===== src/hdl/life_settings.svh =====
/* Life engine settings
   Board geometry and generation counter width */
`ifndef LIFE_SETTINGS_SVH
`define LIFE_SETTINGS_SVH

//////////////////////////////////////////////////
// Board geometry
//////////////////////////////////////////////////

// Cells per row, bit 0 is the leftmost cell
`define LIFE_WIDTH 16

// Rows on the board, must stay a power of two for the vertical wrap
`define LIFE_ROWS 16

//////////////////////////////////////////////////
// Counters
//////////////////////////////////////////////////

`define LIFE_GEN_BITS 32 // Total generations counter

`endif


===== src/hdl/life_pkg.sv =====
/* Life engine types
   Row, address and pipeline payload structs shared by all stages */
package life_pkg;

`include "life_settings.svh"

	typedef logic [`LIFE_WIDTH-1:0] row_t; // One row of cells, bit 0 leftmost
	typedef logic [$clog2(`LIFE_ROWS)-1:0] row_addr_t; // Row index, wraps naturally
	typedef logic [`LIFE_GEN_BITS-1:0] gen_cnt_t; // Generation count

	// Row store operations
	typedef enum logic [1:0] {
		op_none,
		op_gen_read,  // Generation stream read
		op_host_read, // Host read, returns on read_cells
		op_load       // Host write into the active bank
	} seq_op_t;

	// Sequencer to row store
	typedef struct packed {
		seq_op_t   op;
		row_addr_t addr;    // Read or load row
		row_t      cells;   // Load data
		logic      emit;    // Window full, result due
		row_addr_t wb_addr; // Row the emitted result belongs to
		logic      last;    // Final read of the generation
	} seq_cmd_t;

	// Row store to window
	typedef struct packed {
		logic      valid;
		row_t      cells;
		logic      emit;
		row_addr_t wb_addr;
		logic      last;
	} fetch_t;

	// Window to rule stage
	typedef struct packed {
		logic      valid;
		row_t      above;
		row_t      centre;
		row_t      below;
		row_addr_t wb_addr;
		logic      last;
	} triple_t;

	// Rule stage back to row store
	typedef struct packed {
		logic      valid;
		row_addr_t addr;
		row_t      cells;
		logic      last;
	} wb_t;

	localparam int pipe_depth = 3; // Read command to writeback, in cycles

endpackage


===== src/hdl/gen_sequencer.sv =====
/* Generation sequencer
   Idle and generation control, pending host requests, row command stream */
`timescale 1ns/100ps

`include "life_settings.svh"

module gen_sequencer (
	input  logic                 clk4,
	input  logic                 reset,
	input  logic                 step,       // One generation
	input  logic                 run,        // Back to back generations
	input  logic                 load,
	input  life_pkg::row_addr_t  load_row,
	input  life_pkg::row_t       load_cells,
	input  logic                 read_req,
	input  life_pkg::row_addr_t  read_row,
	input  logic                 flip_done,  // Last writeback done
	output life_pkg::seq_cmd_t   cmd,
	output logic                 busy,
	output logic                 gen_done,
	output life_pkg::gen_cnt_t   gen_count
);

	// Reads plus pipeline drain make up one generation
	localparam int gen_cycles = `LIFE_ROWS + 2 + life_pkg::pipe_depth;
	localparam int cnt_bits = $clog2(gen_cycles);

	typedef logic [cnt_bits-1:0] cnt_t;

	localparam cnt_t last_read = cnt_t'(`LIFE_ROWS + 1); // Wraps back to row 0
	localparam cnt_t last_cnt = cnt_t'(gen_cycles - 1);  // flip_done due here

	typedef enum logic {
		st_idle,
		st_gen
	} state_t;

	state_t state;
	cnt_t   cnt; // Position within the generation

	// Pending requests, serviced only when idle
	logic step_pend;
	logic load_pend;
	logic read_pend;
	life_pkg::row_addr_t pend_load_row;
	life_pkg::row_t      pend_load_cells;
	life_pkg::row_addr_t pend_read_row;

	logic idle;
	logic issue_load;
	logic issue_read;
	logic start;

	assign idle = (state == st_idle);
	assign issue_load = idle && load_pend;               // Loads first
	assign issue_read = idle && !load_pend && read_pend;
	assign start = idle && !load_pend && !read_pend && (step || step_pend || run);
	assign busy = !idle;

	//////////////////////////////////////////////////
	// Control state
	//////////////////////////////////////////////////

	always_ff @(posedge clk4) begin
		if (reset) begin
			state     <= st_idle;
			cnt       <= '0;
			step_pend <= 1'b0;
			load_pend <= 1'b0;
			read_pend <= 1'b0;
			gen_done  <= 1'b0;
			gen_count <= '0;
		end else begin
			// New pulse replaces a pending one of the same kind
			step_pend <= (step || step_pend) && !start;
			load_pend <= load || (load_pend && !issue_load);
			read_pend <= read_req || (read_pend && !issue_read);

			gen_done <= flip_done; // Count moves with the pulse
			if (flip_done) begin
				gen_count <= gen_count + life_pkg::gen_cnt_t'(1);
			end

			case (state)
				st_idle: begin
					if (start) begin
						state <= st_gen;
						cnt   <= '0;
					end
				end
				st_gen: begin
					if (flip_done) begin
						state <= st_idle; // Banks swapped, free for host
					end
					if (cnt != last_cnt) begin
						cnt <= cnt + cnt_t'(1); // Holds during drain end
					end
				end
				default: state <= st_idle;
			endcase
		end
	end

	// Host request payloads
	always_ff @(posedge clk4) begin
		if (load) begin
			pend_load_row   <= load_row;
			pend_load_cells <= load_cells;
		end
		if (read_req) begin
			pend_read_row <= read_row;
		end
	end

	//////////////////////////////////////////////////
	// Row command stream
	//////////////////////////////////////////////////

	// Reads ROWS-1, 0 .. ROWS-1, 0 then nothing while draining
	always_comb begin
		cmd = '0;
		cmd.op = life_pkg::op_none;
		if (state == st_gen && cnt <= last_read) begin
			cmd.op      = life_pkg::op_gen_read;
			cmd.addr    = life_pkg::row_addr_t'(cnt - cnt_t'(1));   // Ring wrap
			cmd.emit    = (cnt >= cnt_t'(2));                        // Window full
			cmd.wb_addr = life_pkg::row_addr_t'(cnt - cnt_t'(2));   // Centre row
			cmd.last    = (cnt == last_read);
		end else if (issue_load) begin
			cmd.op    = life_pkg::op_load;
			cmd.addr  = pend_load_row;
			cmd.cells = pend_load_cells;
		end else if (issue_read) begin
			cmd.op   = life_pkg::op_host_read;
			cmd.addr = pend_read_row;
		end
	end

endmodule


===== src/hdl/row_store.sv =====
/* Row store
   Two banks of rows, active bank for reads and loads, other bank for writeback */
`timescale 1ns/100ps

`include "life_settings.svh"

module row_store (
	input  logic                clk4,
	input  logic                reset,
	input  life_pkg::seq_cmd_t  cmd,
	input  life_pkg::wb_t       wb,
	output life_pkg::fetch_t    fetch,
	output logic                read_valid,
	output life_pkg::row_t      read_cells,
	output logic                flip_done
);

	life_pkg::row_t bank_mem [2][`LIFE_ROWS];

	logic active; // Bank holding the current generation

	// Single write port
	logic                wr_en;
	logic                wr_bank;
	life_pkg::row_addr_t wr_addr;
	life_pkg::row_t      wr_cells;

	// Read side
	life_pkg::row_t      rd_cells;
	logic                fetch_valid;
	logic                fetch_emit;
	logic                fetch_last;
	life_pkg::row_addr_t fetch_wb_addr;

	// Writebacks and loads never overlap, loads only come when idle
	always_comb begin
		if (wb.valid) begin
			wr_en    = 1'b1;
			wr_bank  = !active; // Next generation
			wr_addr  = wb.addr;
			wr_cells = wb.cells;
		end else begin
			wr_en    = (cmd.op == life_pkg::op_load);
			wr_bank  = active;
			wr_addr  = cmd.addr;
			wr_cells = cmd.cells;
		end
	end

	assign flip_done = wb.valid && wb.last;

	// Memory and read data
	always_ff @(posedge clk4) begin
		if (wr_en) begin
			bank_mem[wr_bank][wr_addr] <= wr_cells;
		end
		rd_cells      <= bank_mem[active][cmd.addr]; // Gen and host reads share it
		fetch_wb_addr <= cmd.wb_addr;
	end

	always_ff @(posedge clk4) begin
		if (reset) begin
			active      <= 1'b0;
			fetch_valid <= 1'b0;
			fetch_emit  <= 1'b0;
			fetch_last  <= 1'b0;
			read_valid  <= 1'b0;
		end else begin
			active      <= active ^ flip_done; // Swap after last writeback
			fetch_valid <= (cmd.op == life_pkg::op_gen_read);
			fetch_emit  <= cmd.emit;
			fetch_last  <= cmd.last;
			read_valid  <= (cmd.op == life_pkg::op_host_read);
		end
	end

	always_comb begin
		fetch.valid   = fetch_valid;
		fetch.cells   = rd_cells;
		fetch.emit    = fetch_emit;
		fetch.wb_addr = fetch_wb_addr;
		fetch.last    = fetch_last;
	end

	assign read_cells = rd_cells;

endmodule


===== src/hdl/neighbor_window.sv =====
/* Neighbour window
   Three row shift register presenting above, centre and below rows */
`timescale 1ns/100ps

module neighbor_window (
	input  logic               clk4,
	input  logic               reset,
	input  life_pkg::fetch_t   fetch,
	output life_pkg::triple_t  triple
);

	// Oldest row on top
	life_pkg::row_t win_above;
	life_pkg::row_t win_centre;
	life_pkg::row_t win_below;

	logic                emit_q;
	logic                last_q;
	life_pkg::row_addr_t wb_addr_q;

	// Shift on every generation read
	always_ff @(posedge clk4) begin
		if (fetch.valid) begin
			win_above  <= win_centre;
			win_centre <= win_below;
			win_below  <= fetch.cells; // Newest row
		end
		wb_addr_q <= fetch.wb_addr;
	end

	always_ff @(posedge clk4) begin
		if (reset) begin
			emit_q <= 1'b0;
			last_q <= 1'b0;
		end else begin
			emit_q <= fetch.valid && fetch.emit; // First two reads only fill
			last_q <= fetch.valid && fetch.emit && fetch.last;
		end
	end

	always_comb begin
		triple.valid   = emit_q;
		triple.above   = win_above;
		triple.centre  = win_centre;
		triple.below   = win_below;
		triple.wb_addr = wb_addr_q;
		triple.last    = last_q;
	end

endmodule


===== src/hdl/cell_rule.sv =====
/* Cell rule stage
   Neighbour count and survival/birth rule over a full row, registered */
`timescale 1ns/100ps

`include "life_settings.svh"

module cell_rule (
	input  logic               clk4,
	input  logic               reset,
	input  life_pkg::triple_t  triple,
	output life_pkg::wb_t      wb
);

	// Dead cell padding on both edges, pad bit c+1 is cell c
	logic [`LIFE_WIDTH+1:0] pad_above;
	logic [`LIFE_WIDTH+1:0] pad_centre;
	logic [`LIFE_WIDTH+1:0] pad_below;

	logic [3:0]     nbr_cnt [`LIFE_WIDTH]; // 0 to 8 live neighbours
	life_pkg::row_t next_row;

	logic                wb_valid;
	logic                wb_last;
	life_pkg::row_addr_t wb_addr;
	life_pkg::row_t      wb_cells;

	assign pad_above  = {1'b0, triple.above, 1'b0};
	assign pad_centre = {1'b0, triple.centre, 1'b0};
	assign pad_below  = {1'b0, triple.below, 1'b0};

	//////////////////////////////////////////////////
	// Count and rule per column
	//////////////////////////////////////////////////

	always_comb begin
		for (int c = 0; c < `LIFE_WIDTH; c++) begin
			nbr_cnt[c] = 4'(pad_above[c]) + 4'(pad_above[c+1]) + 4'(pad_above[c+2])
				+ 4'(pad_centre[c]) + 4'(pad_centre[c+2]) // Skip the cell itself
				+ 4'(pad_below[c]) + 4'(pad_below[c+1]) + 4'(pad_below[c+2]);
			// Birth on 3, survival on 2 or 3
			next_row[c] = (nbr_cnt[c] == 4'd3) || (triple.centre[c] && nbr_cnt[c] == 4'd2);
		end
	end

	// Result register
	always_ff @(posedge clk4) begin
		wb_addr  <= triple.wb_addr;
		wb_cells <= next_row;
	end

	always_ff @(posedge clk4) begin
		if (reset) begin
			wb_valid <= 1'b0;
			wb_last  <= 1'b0;
		end else begin
			wb_valid <= triple.valid;
			wb_last  <= triple.valid && triple.last;
		end
	end

	always_comb begin
		wb.valid = wb_valid;
		wb.addr  = wb_addr;
		wb.cells = wb_cells;
		wb.last  = wb_last;
	end

endmodule


===== src/hdl/life_top.sv =====
/* Life engine top
   Sequencer, row store, neighbour window and rule stage in one pipeline */
`timescale 1ns/100ps

module life_top (
	input  logic                 clk4,
	input  logic                 reset,
	input  logic                 step,       // Single generation strobe
	input  logic                 run,        // Free running while high
	input  logic                 load,
	input  life_pkg::row_addr_t  load_row,
	input  life_pkg::row_t       load_cells,
	input  logic                 read_req,
	input  life_pkg::row_addr_t  read_row,
	output logic                 busy,
	output logic                 gen_done,
	output life_pkg::gen_cnt_t   gen_count,
	output logic                 read_valid,
	output life_pkg::row_t       read_cells
);

	//////////////////////////////////////////////////
	// Pipeline links
	//////////////////////////////////////////////////

	life_pkg::seq_cmd_t cmd;    // Row commands
	life_pkg::fetch_t   fetch;  // Generation read data
	life_pkg::triple_t  triple; // Three row window
	life_pkg::wb_t      wb;     // New rows
	logic               flip_done;

	gen_sequencer i_seq (
		.clk4       (clk4),
		.reset      (reset),
		.step       (step),
		.run        (run),
		.load       (load),
		.load_row   (load_row),
		.load_cells (load_cells),
		.read_req   (read_req),
		.read_row   (read_row),
		.flip_done  (flip_done),
		.cmd        (cmd),
		.busy       (busy),
		.gen_done   (gen_done),
		.gen_count  (gen_count)
	);

	// Bank memory, fetch one cycle after cmd
	row_store i_store (
		.clk4       (clk4),
		.reset      (reset),
		.cmd        (cmd),
		.wb         (wb),
		.fetch      (fetch),
		.read_valid (read_valid),
		.read_cells (read_cells),
		.flip_done  (flip_done)
	);

	neighbor_window i_window (
		.clk4   (clk4),
		.reset  (reset),
		.fetch  (fetch),
		.triple (triple)
	);

	// Result written back into the idle bank
	cell_rule i_rule (
		.clk4   (clk4),
		.reset  (reset),
		.triple (triple),
		.wb     (wb)
	);

endmodule


===== config.mk =====
export PLATFORM = sky130hd
export DESIGN_NAME = life_top
export DESIGN_NICKNAME = d
export VERILOG_FILES = /design/src/hdl/life_pkg.sv /design/src/hdl/gen_sequencer.sv /design/src/hdl/row_store.sv /design/src/hdl/neighbor_window.sv /design/src/hdl/cell_rule.sv /design/src/hdl/life_top.sv
export VERILOG_INCLUDE_DIRS = /design/src /design/src/hdl
export SDC_FILE = /design/constraint.sdc
export NUM_CORES = 1
export LEC_CHECK = 0
export BUFFER_PORTS_ARGS = -buffer_cell sky130_fd_sc_hd__buf_2
export CELL_PAD_IN_SITES_DETAIL_PLACEMENT = 0
export CELL_PAD_IN_SITES_GLOBAL_PLACEMENT = 1
export CORE_MARGIN = 2
export CORE_UTILIZATION = 30
export CTS_BUF_LIST = sky130_fd_sc_hd__clkbuf_8
export CTS_CLUSTER_SIZE = 10
export DETAILED_ROUTE_END_ITERATION = 6
export PLACE_DENSITY = 0.47
export REMOVE_ABC_BUFFERS = 1
export SYNTH_ARGS = -nofsm -noshare
export SYNTH_HDL_FRONTEND = slang
export SYNTH_SLANG_ARGS = --single-unit

===== constraint.sdc =====
create_clock -name clk4 -period 7 [get_ports clk4]
set_input_delay 0.35 -clock clk4 [delete_from_list [all_inputs] [get_ports clk4]]
set_output_delay 0.35 -clock clk4 [all_outputs]
set_load 0.03 [all_outputs]

==> results.sh <==
export IMPL_ys_flop_type="edfxtp_1"
export IMPL_fin_nets=2117
export IMPL_rsz0062_at_grt="false"
export IMPL_first_iter_violations=1160
export IMPL_die_y_um=313
export IMPL_antenna_found_initial=2
export IMPL_pwr_share_clk_pct=37.9
export IMPL_post_route_period_util_pct=56.5
export IMPL_clock_path_buffers=3
export IMPL_grt_pass1_vias=16821
export IMPL_crit_fanout=53
export IMPL_synth_top_area_share_pct=61.1
export IMPL_areaGrowthSynthToFinish_pct=15.9
export IMPL_grt_usage_pct=16.0
export IMPL_cts_root_buf="clkbuf_8"
export IMPL_core_um2=95000
export IMPL_powerDensity_nw_per_um2=287
export IMPL_ys_top_cells_by_area="edfxtp_1 (61%), mux4_2 (6.8%), dfxtp_1 (6.6%)"
export IMPL_end_kind="flop"
export IMPL_outcome="finished clean"
export IMPL_reg2reg_setup_slack_ns=3.04
export IMPL_placed_cells=3092
export IMPL_drv_slew=0
export IMPL_final_setup_tns_ns=0
export IMPL_synth_cells=1788
export IMPL_cap_violations=0
export IMPL_yosysMostFrequentCell="edfxtp_1"
export IMPL_crit_reg2reg_launch="i_seq.busy$_SDFF_PP0_"
export IMPL_fp_row_count=113
export IMPL_p_sw_w=0.00261
export IMPL_critPathKind="reg2reg"
export IMPL_synth_top_family_by_area="multiplexers"
export IMPL_drc=0
export IMPL_final_core_util_pct=35.0
export IMPL_fin_ws_ns=3.04
export IMPL_clock_sinks=679
export IMPL_clock_skew_final_ns=0.0464
export IMPL_port_buffers=80
export IMPL_num_fill_cells=9180
export IMPL_die_width_um=313
export IMPL_synth_compound_area_share_pct=5.61
export IMPL_ant_nets=0
export IMPL_hold_viol_final=0
export IMPL_arrival_ns=4.31
export IMPL_die_area_um2=98200
export IMPL_synth_commonest_cells="edfxtp_1 (584), inv_1 (148), nor2_1 (112)"
export IMPL_dr_pass1_iters=7
export IMPL_cts_resized=0
export IMPL_min_path_type="in2reg"
export IMPL_wl_per_cell_um=23.5
export IMPL_ys_async_sr_fraction_pct=0
export IMPL_worst_pin_slew_ns=1.30
export IMPL_swShare_pct=27.3
export IMPL_synth_xor_area_share_pct=1.01
export IMPL_cts_tree="built"
export IMPL_avgSynthCellArea_um2=16.1
export IMPL_ys_seq_area_share_pct=67.7
export IMPL_synthSimpleGateAreaFrac_pct=5.78
export IMPL_max_slew_margin_pct=12.6
export IMPL_vias=16037
export IMPL_drive_gt1_share_pct=21.7
export IMPL_cp_startpoint="i_seq.busy$_SDFF_PP0_"
export IMPL_synth_seq_cells=679
export IMPL_pwr_share_seq_pct=49.1
export IMPL_post_place_ws_ns=3.10
export IMPL_viasPerCell=4.80
export IMPL_synth_edf_count=584
export IMPL_grt_max_degree=95
export IMPL_routabilityCongestion=0.805
export IMPL_synth_fa_ha_area_share_pct=6.56
export IMPL_cellInternalPower_w=0.00696
export IMPL_grt_ovfl_total=0
export IMPL_grt_first_pass_wirelength_um=114000
export IMPL_path_clk_slew_ns=0.06
export IMPL_holdCritStartpoint="load"
export IMPL_layoutNonFillerInstCount=3340
export IMPL_critPathLaunchType="flop"
export IMPL_syn_area_um2=28700
export IMPL_hpwl_um=50200
export IMPL_power_leakage_nw=11.6
export IMPL_setup_viol=0
export IMPL_cts_made_buffers=117
export IMPL_htreeDepth=3
export IMPL_crit_required_ns=7.35
export IMPL_cts_setup_buffers=0
export IMPL_synth_cell_types=68
export IMPL_power_frac_comb_pct=13.0
export IMPL_yosys_area_top_type="edfxtp_1"
export IMPL_initial_utilization_pct=30.2
export IMPL_clock_fmax_ghz=0.253
export IMPL_ir_drop_mv=0.132
export IMPL_wirelength_um=78500
export IMPL_ioPinCount=81
export IMPL_worst_skew_pair_late_latency_ns=0.76
export IMPL_synthMuxAreaShare_pct=9.63
export IMPL_fin_crit_ns=3.96
export IMPL_ys_warnings_count=0
-- cells in the final DEF, fill, tap and decap left out, drive strengths merged, types with 6 or more instances in the layout --
cell and count:
nor4 14, mux4 87, a22o 18, a2111oi 6, o211ai 9, nor2 112, xnor2 14, a21oi 32
inv 194, nor3 28, nor2b 22, mux2 37, fa 61, and3 9, clkinv 31, bufinv 7
o21ai 26, o22ai 18, nor3b 6, o31a 9, nand3 32, buf 133, o221ai 11, a22oi 21
and2 13, edfxtp 584, a31o 6, nand2 66, a31oi 16, mux2i 39, ha 53, clkbuf 134
dlygate4sd3 27, or3 15, a41oi 12, dfxtp 95, a211oi 13, xor2 19
-- logic make-up after synthesis --
family | count (synthesis)
multiplexers | 163
AND/OR/NAND/NOR | 337
AO/OA/AOI/OAI | 220
flip-flops | 679
buffers and inverters | 242
XOR/XNOR | 33
adder cells (fa/ha/maj) | 114
-- worst max-delay path: stages (launching register included) --
cell	delay, ns
dfxtp_1	0.84
a21o_1	0.43
and3_2	0.28
buf_4	0.52
a31oi_1	0.52
nor2_2	0.91
-- cell type report --
class	count	area [um2]	share of cell area (%)
clock buffers	134	1840	5.54
clock inverters	86	537	1.61
diodes	1	2.50	0.00752
inverters	148	556	1.67
well taps	1265	1580	4.75
flip-flops and latches	679	19400	58.4
multi-input cells	867	8240	24.7
repair buffers	160	1090	3.28
-- flip-flops by register name, summed over array words and instances (netlist names), 4 cells and up --
register and count:
i_store.read_cells 16, i_store.bank_mem 512, i_rule.wb_addr 4, i_seq.pend_load_row 4
i_window.win_above 16, i_seq.gen_count 32, i_window.win_below 16, i_seq.cnt 5
i_rule.wb_cells 16, i_window.wb_addr_q 4, i_seq.pend_load_cells 16, i_store.fetch_wb_addr 4
i_seq.pend_read_row 4, i_window.win_centre 16
-- routing by layer --
layer / vias to the layer above / routed length, um / GRT usage (%)
li1: 7148 / - / -
met1: 8342 / 35200 / 21.7
met2: 405 / 35800 / 24.7
met3: 142 / 4410 / 3.58
met4: 0 / 3090 / 7.07
met5: - / 0 / 0
-- final timing paths --
path	endpoint	cells after the start
max	i_store.bank_mem[0][40]$_DFFE_PP_	5
min	i_seq.pend_load_row[1]$_DFFE_PP_	1
max reg2reg	i_store.bank_mem[0][40]$_DFFE_PP_	5
min reg2reg	i_window.wb_addr_q[1]$_DFF_P_	0
-- stage by stage --
step	hold WS [ns]	area (um2)	total power, W
floorplan	0.310	28200	0.00545
global placement	0.313	30600	0.00602
detailed placement	0.312	30600	0.00603
CTS	0.0592	33300	0.00974
global route	0.107	33300	0.0100
finish	0.130	33300	0.00957
-- what timing repair did --
| item | 4_1_cts | 5_1_grt |
|---|---|---|
| hold buffers | 27 | 0 |
| endpoints found under the hold margin | 31 | 0 |
| endpoints found under the setup margin | 0 | 0 |
-- power groups by stage --
| stage | clock (W) | sequential (W) | combinational, W |
|---|---|---|---|
| CTS | 0.00376 | 0.00471 | 0.00126 |
| detailed placement | 0 | 0.00479 | 0.00124 |
| global route | 0.00393 | 0.00472 | 0.00137 |
| floorplan | 0 | 0.00477 | 0.000685 |
| finish | 0.00363 | 0.00470 | 0.00124 |
| global placement | 0 | 0.00479 | 0.00123 |
No activity file was read; power rests on OpenSTA's default activity.
